[src/hdl/fec_defines.svh]
`ifndef FEC_DEFINES_SVH
`define FEC_DEFINES_SVH

// ========================================
// Reed-Solomon code geometry, GF(16)
// ========================================

// Bits per symbol
`define FEC_SYM_SIZE 4

// Data symbols per codeword
`define FEC_RS_K 11

// Parity symbols per codeword
`define FEC_RS_2T 4

// Symbols per codeword is K + 2T
`define FEC_RS_N 15

// Wide enough to address every symbol
// Location 15 means no symbol
`define FEC_LOC_WID 4

// ========================================
// Derived widths
// ========================================

// Data word carried per beat
`define FEC_DATA_WID (`FEC_RS_K * `FEC_SYM_SIZE)

// Parity word appended by the encoder
`define FEC_PARITY_WID (`FEC_RS_2T * `FEC_SYM_SIZE)

`endif

[src/hdl/fec_pkg.sv]
`include "fec_defines.svh"

package fec_pkg;

    // ========================================
    // Codeword layout
    // ========================================

    // Symbol i is the coefficient of x^i
    // Parity sits in symbols 0..3, data in symbols 4..14
    typedef union packed {
        logic [`FEC_RS_N-1:0][`FEC_SYM_SIZE-1:0] symbols;
        struct packed {
            logic [`FEC_DATA_WID-1:0]   data;
            logic [`FEC_PARITY_WID-1:0] parity;
        } fields;
    } fec_codeword_u;

    // ========================================
    // Field constants
    // ========================================

    // x^4 folds back to x + 1
    localparam logic [`FEC_SYM_SIZE-1:0] GF_POLY_LOW = 4'h3;

    // Generator (x+1)(x+a)(x+a^2)(x+a^3) without its leading x^4 term
    // Index i holds the coefficient of x^i
    localparam logic [`FEC_RS_2T-1:0][`FEC_SYM_SIZE-1:0] RS_GEN = {4'd15, 4'd3, 4'd1, 4'd12};

    // ========================================
    // Arithmetic
    // ========================================

    // Shift-and-add multiply, reducing by x^4 + x + 1 on every shift
    function automatic logic [`FEC_SYM_SIZE-1:0] gf_mul(
        input logic [`FEC_SYM_SIZE-1:0] a,
        input logic [`FEC_SYM_SIZE-1:0] b
    );
        logic [`FEC_SYM_SIZE-1:0] acc;
        logic [`FEC_SYM_SIZE-1:0] sh;
        acc = '0;
        sh  = a;
        for (int i = 0; i < `FEC_SYM_SIZE; i++) begin
            if (b[i]) begin
                acc = acc ^ sh;
            end
            sh = {sh[`FEC_SYM_SIZE-2:0], 1'b0} ^ (sh[`FEC_SYM_SIZE-1] ? GF_POLY_LOW : '0);
        end
        return acc;
    endfunction

    // Remainder of data(x) * x^4 divided by the generator
    // Same recurrence as a serial LFSR, unrolled, highest data symbol first
    function automatic logic [`FEC_PARITY_WID-1:0] rs_parity(
        input logic [`FEC_DATA_WID-1:0] data
    );
        logic [`FEC_RS_2T-1:0][`FEC_SYM_SIZE-1:0] rem;
        logic [`FEC_SYM_SIZE-1:0]                 fb;
        rem = '0;
        for (int j = `FEC_RS_K - 1; j >= 0; j--) begin
            fb = data[j*`FEC_SYM_SIZE +: `FEC_SYM_SIZE] ^ rem[`FEC_RS_2T-1];
            for (int i = `FEC_RS_2T - 1; i > 0; i--) begin
                rem[i] = rem[i-1] ^ gf_mul(fb, RS_GEN[i]);
            end
            rem[0] = gf_mul(fb, RS_GEN[0]);
        end
        return rem;
    endfunction

endpackage

[src/hdl/fec_encode.sv]
`include "fec_defines.svh"

module fec_encode
    import fec_pkg::*;
(
    input  logic                       clk,
    input  logic                       arst_n,

    input  logic [`FEC_DATA_WID-1:0]   data_in,
    input  logic [`FEC_LOC_WID-1:0]    err_loc_in,
    input  logic [`FEC_SYM_SIZE-1:0]   err_val_in,
    input  logic                       data_in_valid,
    output logic                       data_in_ready,

    output fec_codeword_u              codeword_out,
    output logic [`FEC_LOC_WID-1:0]    err_loc_out,
    output logic [`FEC_SYM_SIZE-1:0]   err_val_out,
    output logic                       data_out_valid,
    input  logic                       data_out_ready
);

    // ========================================
    // Systematic codeword
    // ========================================

    fec_codeword_u codeword_d;

    always_comb begin
        codeword_d.fields.data   = data_in;
        codeword_d.fields.parity = rs_parity(data_in);
    end

    // ========================================
    // Output register
    // ========================================

    // Empty or draining this cycle
    assign data_in_ready = !data_out_valid || data_out_ready;

    always_ff @(posedge clk or negedge arst_n) begin
        if (!arst_n) begin
            data_out_valid <= 1'b0;
        end else if (data_in_ready) begin
            data_out_valid <= data_in_valid;
        end
    end

    // Error request rides alongside its own codeword
    always_ff @(posedge clk) begin
        if (data_in_valid && data_in_ready) begin
            codeword_out <= codeword_d;
            err_loc_out  <= err_loc_in;
            err_val_out  <= err_val_in;
        end
    end

endmodule

[src/hdl/fec_err_inject.sv]
`include "fec_defines.svh"

module fec_err_inject
    import fec_pkg::*;
(
    input  logic                       clk,
    input  logic                       arst_n,

    input  fec_codeword_u              codeword_in,
    input  logic [`FEC_LOC_WID-1:0]    err_loc_in,
    input  logic [`FEC_SYM_SIZE-1:0]   err_val_in,
    input  logic                       data_in_valid,
    output logic                       data_in_ready,

    output fec_codeword_u              codeword_out,
    output logic [`FEC_LOC_WID-1:0]    err_loc_out,
    output logic                       data_out_valid,
    input  logic                       data_out_ready
);

    // ========================================
    // Channel error
    // ========================================

    fec_codeword_u corrupted;

    // Location 15 hits nothing, word passes clean
    always_comb begin
        corrupted = codeword_in;
        for (int i = 0; i < `FEC_RS_N; i++) begin
            if (int'(err_loc_in) == i) begin
                corrupted.symbols[i] = codeword_in.symbols[i] ^ err_val_in;
            end
        end
    end

    // ========================================
    // Output register
    // ========================================

    assign data_in_ready = !data_out_valid || data_out_ready;

    always_ff @(posedge clk or negedge arst_n) begin
        if (!arst_n) begin
            data_out_valid <= 1'b0;
        end else if (data_in_ready) begin
            data_out_valid <= data_in_valid;
        end
    end

    always_ff @(posedge clk) begin
        if (data_in_valid && data_in_ready) begin
            codeword_out <= corrupted;
            err_loc_out  <= err_loc_in;
        end
    end

endmodule

[src/hdl/fec_decode.sv]
`include "fec_defines.svh"

module fec_decode
    import fec_pkg::*;
(
    input  logic                       clk,
    input  logic                       arst_n,

    input  fec_codeword_u              codeword_in,
    input  logic [`FEC_LOC_WID-1:0]    err_loc,
    input  logic                       data_in_valid,
    output logic                       data_in_ready,

    output logic [`FEC_DATA_WID-1:0]   data_out,
    output logic                       data_out_valid,
    input  logic                       data_out_ready
);

    // ========================================
    // Stage one: syndrome at alpha^0
    // ========================================

    logic [`FEC_SYM_SIZE-1:0]   syndrome;

    logic                       s1_valid;
    logic                       s1_ready;
    fec_codeword_u              s1_codeword;
    logic [`FEC_LOC_WID-1:0]    s1_loc;
    logic [`FEC_SYM_SIZE-1:0]   s1_syndrome;

    // c(1) is zero for a valid codeword, so the sum leaves only the error value
    always_comb begin
        syndrome = '0;
        for (int i = 0; i < `FEC_RS_N; i++) begin
            syndrome = syndrome ^ codeword_in.symbols[i];
        end
    end

    logic s2_ready;

    assign s1_ready      = !s1_valid || s2_ready;
    assign data_in_ready = s1_ready;

    always_ff @(posedge clk or negedge arst_n) begin
        if (!arst_n) begin
            s1_valid <= 1'b0;
        end else if (s1_ready) begin
            s1_valid <= data_in_valid;
        end
    end

    always_ff @(posedge clk) begin
        if (data_in_valid && s1_ready) begin
            s1_codeword <= codeword_in;
            s1_loc      <= err_loc;
            s1_syndrome <= syndrome;
        end
    end

    // ========================================
    // Stage two: correction at known location
    // ========================================

    fec_codeword_u corrected;

    // Adding the syndrome back cancels the error
    always_comb begin
        corrected = s1_codeword;
        for (int i = 0; i < `FEC_RS_N; i++) begin
            if (int'(s1_loc) == i) begin
                corrected.symbols[i] = s1_codeword.symbols[i] ^ s1_syndrome;
            end
        end
    end

    assign s2_ready = !data_out_valid || data_out_ready;

    always_ff @(posedge clk or negedge arst_n) begin
        if (!arst_n) begin
            data_out_valid <= 1'b0;
        end else if (s2_ready) begin
            data_out_valid <= s1_valid;
        end
    end

    // Parity is dropped here, only the data field leaves
    always_ff @(posedge clk) begin
        if (s1_valid && s2_ready) begin
            data_out <= corrected.fields.data;
        end
    end

endmodule

[src/hdl/fec_chain_top.sv]
`include "fec_defines.svh"

module fec_chain_top
    import fec_pkg::*;
(
    input  logic                       clk,
    input  logic                       arst_n,

    input  logic [`FEC_DATA_WID-1:0]   data_in,
    input  logic [`FEC_LOC_WID-1:0]    err_loc,
    input  logic [`FEC_SYM_SIZE-1:0]   err_val,
    input  logic                       data_in_valid,
    output logic                       data_in_ready,

    output logic [`FEC_DATA_WID-1:0]   data_out,
    output logic                       data_out_valid,
    input  logic                       data_out_ready
);

    // ========================================
    // Encoder to injector
    // ========================================

    fec_codeword_u              enc_codeword;
    logic [`FEC_LOC_WID-1:0]    enc_err_loc;
    logic [`FEC_SYM_SIZE-1:0]   enc_err_val;
    logic                       enc_valid;
    logic                       enc_ready;

    fec_encode fec_encode_inst (
        .clk            (clk),
        .arst_n         (arst_n),
        .data_in        (data_in),
        .err_loc_in     (err_loc),
        .err_val_in     (err_val),
        .data_in_valid  (data_in_valid),
        .data_in_ready  (data_in_ready),
        .codeword_out   (enc_codeword),
        .err_loc_out    (enc_err_loc),
        .err_val_out    (enc_err_val),
        .data_out_valid (enc_valid),
        .data_out_ready (enc_ready)
    );

    // ========================================
    // Injector to decoder
    // ========================================

    fec_codeword_u              chan_codeword;
    logic [`FEC_LOC_WID-1:0]    chan_err_loc;
    logic                       chan_valid;
    logic                       chan_ready;

    fec_err_inject fec_err_inject_inst (
        .clk            (clk),
        .arst_n         (arst_n),
        .codeword_in    (enc_codeword),
        .err_loc_in     (enc_err_loc),
        .err_val_in     (enc_err_val),
        .data_in_valid  (enc_valid),
        .data_in_ready  (enc_ready),
        .codeword_out   (chan_codeword),
        .err_loc_out    (chan_err_loc),
        .data_out_valid (chan_valid),
        .data_out_ready (chan_ready)
    );

    // Two registers inside, four in the whole chain
    fec_decode fec_decode_inst (
        .clk            (clk),
        .arst_n         (arst_n),
        .codeword_in    (chan_codeword),
        .err_loc        (chan_err_loc),
        .data_in_valid  (chan_valid),
        .data_in_ready  (chan_ready),
        .data_out       (data_out),
        .data_out_valid (data_out_valid),
        .data_out_ready (data_out_ready)
    );

endmodule

[config.mk]
export PLATFORM = sky130hd
export DESIGN_NAME = fec_chain_top
export DESIGN_NICKNAME = d
export VERILOG_FILES = /design/src/hdl/fec_pkg.sv /design/src/hdl/fec_encode.sv /design/src/hdl/fec_err_inject.sv /design/src/hdl/fec_decode.sv /design/src/hdl/fec_chain_top.sv
export VERILOG_INCLUDE_DIRS = /design/src /design/src/hdl
export SDC_FILE = /design/constraint.sdc
export NUM_CORES = 1
export LEC_CHECK = 0
export BUFFER_PORTS_ARGS = -buffer_cell sky130_fd_sc_hd__buf_4
export CORE_UTILIZATION = 55
export DETAILED_ROUTE_END_ITERATION = 7
export GPL_TIMING_DRIVEN = 0
export MAX_ROUTING_LAYER = met4
export PLACE_DENSITY = 0.78
export SYNTH_ARGS = -nofsm -noshare
export SYNTH_HDL_FRONTEND = slang
export SYNTH_SLANG_ARGS = --single-unit
[constraint.sdc]
create_clock -name clk -period 3.5 [get_ports clk]
set_clock_uncertainty 0.05 [all_clocks]
set_input_delay 0.175 -clock clk [delete_from_list [all_inputs] [get_ports clk]]
set_output_delay 0.175 -clock clk [all_outputs]
set_load 0.005 [all_outputs]
After elaboration in Yosys (flattened, before gate mapping) --
Cells that the tools add are included.
Word-level totals: register bits 248, output and inout bits 46, bits of input ports 56
Operators by class: eq/ne operators 25, bitwise logic cells 157, multiplexer cells 59, reduce and logical (&&, ||, !) cells 13
Operator list (count):
- $xor A4 B4 Y4 | 154
- $mux W4 | 26
- $mux W2 | 33
- $eq A4 B4 Y1 const B | 16
- $eq A4 B3 Y1 const B | 6
- $eq A4 B2 Y1 const B | 3
- $xor A4 B2 Y4 | 3
- $logic_and A1 B1 Y1 | 4
- $logic_not A1 Y1 | 4
- $logic_not A4 Y1 | 1
- $logic_or A1 B1 Y1 | 4

Logic depth before layout (Yosys ltp) --
Gate-level depths: netlist of run 1.
word-level depth 97, gate-level depth with buffers 11, mapped depth without buffers 10

By module --
A second synthesis of run 1 with hierarchy kept.
Second synthesis, totals: cell total of the unflattened synthesis 771, area total of the unflattened synthesis 12624.6 um^2
Modules (own cells, without submodules):
- fec_encode | times used 1, area each 5405.2 um^2, cells each 294
- fec_decode | times used 1, area each 4250.3 um^2, cells each 259
- fec_err_inject | times used 1, area each 2969.1 um^2, cells each 218

Worst setup path after synthesis of run 1 --
Ideal clock, no wire load.
kind input -> register, from input port data_in[42], to register fec_encode_inst.codeword_out[13] (netlist bit), data pin, path buffers 1, stages 11, path slack -0.982 ns, setup time 0.268 ns, data arrival time 4.164 ns, cells stage by stage buf_4 xor3_1 xnor2_1 xor3_2 xnor3_2 xor2_4 xnor3_2 xnor3_1 xnor2_1 xor3_1 xnor3_1
RTL lines:
- start: declaration | line fec_chain_top.sv:9 | input logic [`FEC_DATA_WID-1:0] data_in,
- end signal: assignment | line fec_encode.sv:51 | codeword_out <= codeword_d;
- end: declaration | line fec_encode.sv:15 | output fec_codeword_u codeword_out,

==> out/metrics.csv, run 1 <==
metric,value,unit
Synth Warn #,0,
unrepaired setup endpoints after global routing,yes,
Syn Nets,840,
fmax,244,MHz
# diodes,0,
Slew headroom,57.0,%
share of layout cells above drive strength 1,32.3,%
Crit-path slowest cell,xnor3_2,
"commonest non-fill, non-tap cell in the layout",edfxtp_1,
period utilisation layout,117,%
area of the core,21900,sq um
Yosys cell types,25,
syn avg cell area,15.7,sq um
Routed Antenna Nets,0,
htree depth,1,
clock root buffer,clkbuf_16,
Pre-Repair DR Iteration Count,7,
CTS max path bufs,3,
WP data arrival,4.27,ns
max-cap violations,0,
first-pass GRT wire length,38.8,mm
area of the die,23000,sq um
clk slew on worst S/H paths,0.07,ns
Fillers,1252,
WL/cell,20.7,microns
Die Y,152,microns
WS Path Type,in2reg,
setup ws final,-0.598,ns
nature of the critical path endpoint,flop,
worst hold-check path type,in2reg,
flip-flop and latch count after synthesis,232,
Final nets,1126,
Hold Fails Final Rpt,0,
initial antenna violation count,0,
routed wire length,28.2,mm
boundary pin count,102,
CTS tree,yes,
Worst-Skew Late Latency,0.49,ns
Final HPWL DP,17.1,mm
post-synthesis sequential area ratio,56.4,%
Die X,152,microns
GP Congestion,0.931,
gr usage total,23.8,%
Rows,54,
initial DRC count,522,
crit path max fanout,6,
largest net degree at the start of global routing,47,
Synth Instances,784,
max-slew violations,0,
vias in the first global route,6993,
initial core utilization,56.3,%
Least-Margin Pin Slew,0.641,ns
CTS Buf Count,21,
area grow syn2layout,32.5,%
run status,finished with violations,
Vias/cell,5.15,
worst path cell trace,"buf_6, xnor3_2, xnor3_2, xnor3_2, buf_4, xnor2_2, xnor3_2, buf_6, xor3_2, xnor2_4, xor2_2, xor3_1, xnor3_1",
crit-path max cell delay,0.48,ns
violated checks,setup timing,
crit start category,primary input,
CTS Sinks,232,
Port Buffers,101,
grt ovf,0,
vias,7015,
Synth Cell Area,12300,sq um
DRC Markers,0,
"Req. time, crit path",3.67,ns
final setup fails,16,
setup TNS,-6.26,ns
most frequent cells in the layout,"228 x edfxtp_1, 178 x buf_4, 135 x xnor2_1, 100 x xor2_1, 75 x nor2_1",
post-route minimum period,4.10,ns
"Top cell by count, worst path",xnor3_2,
==> worst max-delay path, delay by kind of cell <==
family	cells	cell delay, ns
XOR/XNOR	10	3.65
buffers and inverters	3	0.43
==> worst paths after layout <==
kind | from | endpoint | slack (ns) | depth (start not counted)
worst max-delay path | data_in[40] | fec_encode_inst.codeword_out[13]$_DFFE_PP_ | -0.60 | 13
worst min-delay path | data_in[39] | fec_encode_inst.codeword_out[55]$_DFFE_PP_ | 0.35 | 2
worst max register to register | fec_encode_inst.err_loc_out[1]$_DFFE_PP_ | fec_err_inject_inst.codeword_out[2]$_DFFE_PP_ | 1.42 | 5
worst min register to register | fec_err_inject_inst.err_loc_out[2]$_DFFE_PP_ | fec_decode_inst.s1_loc[2]$_DFFE_PP_ | 0.38 | 0
max in group asynchronous | arst_n | fec_err_inject_inst.data_out_valid$_DFFE_PN0P_ | 2.70 | 3
min in group asynchronous | arst_n | fec_encode_inst.data_out_valid$_DFFE_PN0N_ | 0.53 | 3
==> registers in the layout (all words and copies together), names as in the netlist <==
signal,flops
fec_err_inject_inst.err_loc_out,4
fec_decode_inst.data_out_valid,1
fec_encode_inst.codeword_out,60
fec_err_inject_inst.data_out_valid,1
fec_encode_inst.err_val_out,4
fec_err_inject_inst.codeword_out,60
fec_decode_inst.data_out,44
fec_decode_inst.s1_syndrome,4
fec_encode_inst.data_out_valid,1
fec_encode_inst.err_loc_out,4
fec_decode_inst.s1_loc,4
fec_decode_inst.s1_codeword,44
fec_decode_inst.s1_valid,1
==> cells in the mapped netlist <==
library cell	n	area, sq um
buf_6	1	11.3
buf_4	3	22.5
or2_2	3	18.8
clkbuf_1	10	37.5
xor3_2	4	100
nor2b_1	7	43.8
xnor2_2	10	163
nor2_1	75	282
xnor3_1	52	1170
nand3_1	5	25.0
and2_1	3	18.8
buf_2	4	20.0
xor2_2	2	32.5
edfxtp_1	228	6850
nand4_1	1	6.26
xor2_1	112	981
nand2_1	52	195
xor3_1	18	428
nand2b_1	7	43.8
xnor2_1	168	1470
xnor2_4	2	55.1
nor3_1	4	20.0
xnor3_2	7	166
xor2_4	2	55.1
dfrtp_1	4	100
==> kinds of logic (layout without fill, tap and decap cells) <==
logic type | Yosys count | count (layout) | share of synthesized area (%)
xor gates and xnor gates | 377 | 377 | 37.5
buffers and inverters | 18 | 317 | 0.742
DFF | 232 | 232 | 56.4
and+or+nand+nor | 157 | 157 | 5.30
==> per-layer routing <==
layer,up-vias,GRT usage (%),wire [microns]
met2,274,41.3,14700
met3,84,2.63,1350
met4,0,9.65,1340
met1,3405,28.6,10800
met5,-,-,0
li1,3252,-,-
==> per-stage QoR <==
| step | area (sq um) | utilization, % | hold WS [ns] | instances | setup slack [ns] |
|---|---|---|---|---|---|
| 3_3_place_gp | 13600 | 62.1 | -0.0786 | 1165 | -1.20 |
| 6_report | 16300 | 74.5 | 0.350 | 1363 | -0.598 |
| 4_1_cts | 15600 | 71.4 | 0.346 | 1321 | -0.367 |
| 5_1_grt | 16300 | 74.5 | 0.358 | 1363 | -0.632 |
| 2_1_floorplan | 12500 | - | -0.171 | 784 | -0.676 |
| 3_5_place_dp | 13700 | 62.5 | -0.0739 | 1169 | -1.28 |
==> layout make-up <==
class                           instances  area, sq um  share of cell area [%]
Clock inverter                         10         48.8                   0.299
Buffer                                 10         37.5                   0.230
Tap cell                              280          350                    2.15
Multi-Input combinational cell        534         5930                    36.4
Timing Repair Buffer                  271         2450                    15.0
Clock buffer                           26          544                    3.34
Sequential cell                       232         6950                    42.6
==> timing repair <==
item                       4_1_cts  5_1_grt
resized for setup               56       61
hold buffers                    56        0
setup endpoints to repair       16       16
setup buffers                   66       46
pin swaps                       49       45
hold endpoints to repair        58        0
Power of run 1 is not shown: default switching activity piles up to over one toggle a cycle in this logic, so the estimate is an artifact.
==> run 2, diff against run 1 <==
--- a/config.mk
+++ b/config.mk
@@ -12,6 +12,7 @@
 export GPL_TIMING_DRIVEN = 0
 export MAX_ROUTING_LAYER = met4
 export PLACE_DENSITY = 0.78
+export REMOVE_ABC_BUFFERS = 1
 export SYNTH_ARGS = -nofsm -noshare
 export SYNTH_HDL_FRONTEND = slang
 export SYNTH_SLANG_ARGS = --single-unit
==> run 2 against run 1 <==
The flow still finishes with violations (setup timing). Sequential share of layout area grew 0.49 points. Worst setup slack improved by 0.075 ns. Final cell count is 2.5% lower. Cell area shrank 1.1%. First-iteration DRC count increased by 6.3%. Via count fell by 2.4%. Die area stayed put. Non-clock buffer count decreased by 35. Worst hold slack worse by 0.26 ns. Largest cell class unchanged.
==> out/metrics.csv, run 2 (synthesis gave the netlist of run 1 again) <==
metric,value,unit,change
run status,finished with violations,,unchanged
violated checks,setup timing,,unchanged
vias,6848,,"was 7,015"
Port Buffers,101,,unchanged
Post-Place Worst Slack,-1.68,ns,was -1.28 ns
Vias/cell,5.15,,about the same
htree depth,1,,unchanged
max-cap violations,0,,unchanged
Fillers,1298,,"was 1,252"
CTS tree,yes,,unchanged
Die X,152,microns,unchanged
crit start category,primary input,,unchanged
Slew headroom,60.7,%,was 57.0%
largest net degree at the start of global routing,46,,was 47
initial antenna violation count,0,,unchanged
routed wire length,27.7,mm,was 28.2 mm
post-layout util,73.7,%,was 74.5%
boundary pin count,102,,unchanged
area of the die,23000,sq um,unchanged
"commonest non-fill, non-tap cell in the layout",edfxtp_1,,unchanged
Hold Fails Final Rpt,0,,unchanged
Die Y,152,microns,unchanged
Pre-Repair DR Iteration Count,4,,was 7
WS Path Type,in2reg,,unchanged
placed cells,1151,,"was 1,169"
first-pass GRT wire length,40.8,mm,was 38.8 mm
max-slew violations,0,,unchanged
clk slew on worst S/H paths,0.07,ns,about the same
"Req. time, crit path",3.68,ns,was 3.67 ns
vias in the first global route,7125,,"was 6,993"
Post-Layout Cell Count,1329,,"was 1,363"
final setup fails,16,,unchanged
biggest regs,"fec_encode_inst.codeword_out x60, fec_err_inject_inst.codeword_out x60",,unchanged
Least-Margin Pin Slew,0.587,ns,was 0.641 ns
Rows,54,,unchanged
worst hold-check path type,in2reg,,unchanged
initial core utilization,56.3,%,unchanged
Final HPWL DP,17.0,mm,was 17.1 mm
DRC Markers,0,,unchanged
# diodes,0,,unchanged
grt ovf,0,,unchanged
period utilisation layout,115,%,was 117%
gr usage total,25.2,%,was 23.8%
GP Congestion,0.886,,was 0.931
nature of the critical path endpoint,flop,,unchanged
share of layout cells above drive strength 1,31.9,%,was 32.3%
CTS Buf Count,21,,unchanged
crit path max fanout,4,,was 6
Routed Antenna Nets,0,,unchanged
Worst-Skew Late Latency,0.49,ns,about the same
Sequential cell area,6950,sq um,unchanged
unrepaired setup endpoints after global routing,yes,,unchanged
initial DRC count,555,,was 522
CTS max path bufs,3,,unchanged
area grow syn2layout,31.0,%,was 32.5%
clock root buffer,clkbuf_16,,unchanged
multi-input logic area,5950,sq um,was 5930 sq um
post-route minimum period,4.02,ns,was 4.10 ns
Final nets,1091,,"was 1,126"
most frequent cells in the layout,"228 x edfxtp_1, 155 x buf_4, 134 x xnor2_1, 100 x xor2_1, 75 x nor2_1",,"was 228 x edfxtp_1, 178 x buf_4, 135 x xnor2_1, 100 x xor2_1, 75 x nor2_1"
fmax,249,MHz,was 244 MHz
setup ws final,-0.523,ns,was -0.598 ns
WP data arrival,4.20,ns,was 4.27 ns
CTS Sinks,232,,unchanged
area of the core,21900,sq um,unchanged
WL/cell,20.9,microns,was 20.7 microns
==> run 2: worst paths after layout <==
path	startpoint	slack, ns	depth (start not counted)	to
worst max register to register	fec_decode_inst.data_out_valid$_DFFE_PN0P_	1.51	4	fec_encode_inst.err_val_out[0]$_DFFE_PP_
worst min-delay path	data_in[38]	0.09	2	fec_encode_inst.codeword_out[54]$_DFFE_PP_
worst min register to register	fec_err_inject_inst.err_loc_out[3]$_DFFE_PP_	0.37	0	fec_decode_inst.s1_loc[3]$_DFFE_PP_
max in group asynchronous	arst_n	2.65	3	fec_decode_inst.s1_valid$_DFFE_PN0P_
worst max-delay path	data_in[40]	-0.52	13	fec_encode_inst.codeword_out[13]$_DFFE_PP_
min in group asynchronous	arst_n	0.57	3	fec_encode_inst.data_out_valid$_DFFE_PN0N_
==> run 2: per-stage QoR <==
stage               area (sq um)  hold slack [ns]  TNS [ns]
global route               16100           0.0809     -6.61
finish                     16100           0.0899     -5.74
CTS                        16000           0.0782     -2.51
detailed placement         13400          -0.0767    -20.97
floorplan                  12200           -0.171     -8.98
global placement           13300          -0.0787    -23.05
==> run 2: cell type report <==
class | count | share of cell area [%]
Sequential cell | 232 | 43.1
Multi-Input combinational cell | 534 | 36.9
Timing Repair Buffer | 246 | 14.0
Clock buffer | 25 | 3.35
Tap cell | 280 | 2.17
Clock inverter | 12 | 0.566
==> run 2: critical path, cell delays in order <==
cell and delay (ns):
buf_12 0.08, xnor3_2 0.45, xor3_1 0.42, xnor3_2 0.52
xnor2_4 0.23, xnor3_2 0.51, xor3_2 0.49, xnor2_4 0.22
buf_6 0.13, xnor3_2 0.35, xnor2_4 0.21, buf_6 0.13
xnor3_1 0.25
==> run 2: repair_timing <==
item / in CTS / in global routing
pin swaps: 84 / 13
cloned: 1 / 0
resized for setup: 119 / 26
endpoints found under the hold margin: 57 / 0
endpoints found under the setup margin: 16 / 16
setup buffers: 82 / 4
hold buffers: 55 / 0
==> run 2: metal layers <==
| layer | vias up | wire length [microns] | track usage, % |
|---|---|---|---|
| li1 | 3186 | - | - |
| met1 | 3331 | 10500 | 29.8 |
| met2 | 284 | 14800 | 44.7 |
| met3 | 47 | 1500 | 2.31 |
| met4 | 0 | 863 | 9.55 |
| met5 | - | 0 | - |
Power of run 2 is left out for the same reason.
==> run 3, diff against run 2 <==
--- a/config.mk
+++ b/config.mk
@@ -10,9 +10,11 @@
 export CORE_UTILIZATION = 55
 export DETAILED_ROUTE_END_ITERATION = 7
 export GPL_TIMING_DRIVEN = 0
+export HOLD_SLACK_MARGIN = 0.06
 export MAX_ROUTING_LAYER = met4
 export PLACE_DENSITY = 0.78
 export REMOVE_ABC_BUFFERS = 1
+export SKIP_CTS_REPAIR_TIMING = 1
 export SYNTH_ARGS = -nofsm -noshare
 export SYNTH_HDL_FRONTEND = slang
 export SYNTH_SLANG_ARGS = --single-unit
==> run 3 against run 2 <==
The run ends with hold timing, setup timing left. Final cell count fell by 0.53%. Largest cell class unchanged. Critical path depth fell by 2. Sequential share of layout area rose by 1.0 points. Critical endpoint unchanged. Non-clock buffer count fell by 7. Via count fell by 3.4%.
==> out/metrics.csv, run 3 (synthesis gave the netlist of run 1 again) <==
metric,value,unit,change
run status,finished with violations,,unchanged
violated checks,"hold timing, setup timing",,was setup timing
unrepaired setup endpoints after global routing,yes,,unchanged
Post-Place Worst Slack,-1.68,ns,unchanged
post-layout util,71.9,%,was 73.7%
Pre-Repair DR Iteration Count,5,,was 4
first-pass GRT wire length,33.7,mm,was 40.8 mm
Detail Route met2 WL,13.3,mm,was 14.8 mm
Crit-path slowest cell,xnor3_2,,unchanged
Top Layer Used,met4,,unchanged
vias,6618,,"was 6,848"
wire length on met3,1.36,mm,was 1.50 mm
GP Congestion,0.886,,unchanged
htree depth,1,,unchanged
met1 WL,10.2,mm,was 10.5 mm
gr usage total,20.5,%,was 25.2%
WL/cell,19.3,microns,was 20.9 microns
WS Path Type,in2reg,,unchanged
vias in the first global route,6124,,"was 7,125"
# diodes,0,,unchanged
"Req. time, crit path",3.68,ns,about the same
Final nets,1084,,"was 1,091"
Critical path buffers and inverters,1,,was 3
Final HPWL DP,17.0,mm,unchanged
fmax,240,MHz,was 249 MHz
DRC Markers,0,,unchanged
area grow syn2layout,27.9,%,was 31.0%
CTS Sinks,232,,unchanged
crit-path max cell delay,0.61,ns,was 0.52 ns
clk slew on worst S/H paths,0.06,ns,was 0.07 ns
routed wire length,25.5,mm,was 27.7 mm
nature of the critical path endpoint,flop,,unchanged
Routed Antenna Nets,0,,unchanged
WP data arrival,4.35,ns,was 4.20 ns
initial DRC count,466,,was 555
Hold Fails Final Rpt,4,,was 0
worst path cell trace,"buf_4, xnor2_1, xor2_2, xnor3_2, xnor2_4, xnor3_2, xor2_1, xnor3_1, xnor2_2, xor3_2, xnor3_1",,"was buf_12, xnor3_2, xor3_1, xnor3_2, xnor2_4, xnor3_2, xor3_2, xnor2_4, buf_6, xnor3_2, xnor2_4, buf_6, xnor3_1"
post-route minimum period,4.17,ns,was 4.02 ns
grt ovf,0,,unchanged
period utilisation layout,119,%,was 115%
Crit path max-delay family,XOR/XNOR gates,,unchanged
Vias/cell,5.01,,was 5.15
max-slew violations,0,,unchanged
multi-input logic area,5750,sq um,was 5950 sq um
Sequential cell area,6950,sq um,unchanged
CTS Buf Count,21,,unchanged
area of the die,23000,sq um,unchanged
final setup fails,16,,unchanged
WHS,-0.136,ns,was 0.0899 ns
setup ws final,-0.665,ns,was -0.523 ns
worst hold-check path type,in2reg,,unchanged
area of the core,21900,sq um,unchanged
Slew headroom,54.0,%,was 60.7%
crit path max fanout,7,,was 4
Port Buffers,101,,unchanged
Least-Margin Pin Slew,0.686,ns,was 0.587 ns
biggest regs,"fec_encode_inst.codeword_out x60, fec_err_inject_inst.codeword_out x60",,unchanged
share of layout cells above drive strength 1,30.0,%,was 31.9%
initial antenna violation count,0,,unchanged
most frequent cells in the layout,"228 x edfxtp_1, 170 x buf_4, 143 x xnor2_1, 104 x xor2_1, 75 x nor2_1",,"was 228 x edfxtp_1, 155 x buf_4, 134 x xnor2_1, 100 x xor2_1, 75 x nor2_1"
crit start category,primary input,,unchanged
max-cap violations,0,,unchanged
Die Y,152,microns,unchanged
initial core utilization,56.3,%,unchanged
clock root buffer,clkbuf_16,,unchanged
largest net degree at the start of global routing,46,,unchanged
"commonest non-fill, non-tap cell in the layout",edfxtp_1,,unchanged
Die X,152,microns,unchanged
CTS tree,yes,,unchanged
boundary pin count,102,,unchanged
Fillers,1338,,"was 1,298"
Worst-Skew Late Latency,0.49,ns,about the same
Rows,54,,unchanged
CTS max path bufs,3,,unchanged
run 3: cell types whose count changed in the layout (fill, tap and decap cells not counted), sizes merged:
cell         before  now
buf             190  186
dlygate4sd3      55   52
bufbuf            1    0
clkbuf           25   26
run 3: final timing paths:
| check | endpoint | slack [ns] | startpoint | depth (start not counted) |
|---|---|---|---|---|
| setup / recovery | fec_encode_inst.codeword_out[13]$_DFFE_PP_ | -0.67 | data_in[41] | 11 |
| hold reg to reg | fec_decode_inst.s1_loc[3]$_DFFE_PP_ | 0.37 | fec_err_inject_inst.err_loc_out[3]$_DFFE_PP_ | 0 |
| hold / removal | fec_encode_inst.codeword_out[55]$_DFFE_PP_ | -0.14 | data_in[39] | 1 |
| setup reg to reg | fec_encode_inst.codeword_out[7]$_DFFE_PP_ | 1.51 | fec_decode_inst.data_out_valid$_DFFE_PN0P_ | 4 |
| min in group asynchronous | fec_encode_inst.data_out_valid$_DFFE_PN0N_ | 0.57 | arst_n | 3 |
| max in group asynchronous | fec_decode_inst.s1_valid$_DFFE_PN0P_ | 2.66 | arst_n | 3 |
run 3: layout make-up:
cell class | instances | area share, %
tap | 280 | 2.22
multi-input combinational | 534 | 36.5
clock buffer | 25 | 3.43
sequential | 232 | 44.1
clock inverter | 12 | 0.580
timing repair buffer | 239 | 13.1
run 3: stage by stage:
| stage | hold slack, ns | area, sq um | std cells | TNS, ns |
|---|---|---|---|---|
| 3_5_place_dp | -0.0767 | 13400 | 1151 | -20.97 |
| 6_report | -0.136 | 15700 | 1322 | -6.00 |
| 3_3_place_gp | -0.0787 | 13300 | 1147 | -23.05 |
| 4_1_cts | -0.586 | 14100 | 1188 | -13.01 |
| 5_1_grt | -0.155 | 15700 | 1322 | -6.93 |
| 2_1_floorplan | -0.171 | 12200 | 766 | -8.98 |
run 3: per-layer routing:
metal / vias to the layer above / track usage (%)
li1: 3161 / -
met1: 3165 / 25.8
met2: 248 / 35.4
met3: 44 / 2.07
met4: 0 / 5.69
met5: - / -
run 3: worst reg2reg max path: stages, from the launching register on:
cell,delay (ns)
dfrtp_1,0.35
nor2b_1,0.38
nand4_1,0.22
and2_2,0.43
buf_12,0.28
Power of run 3 is left out for the same reason.
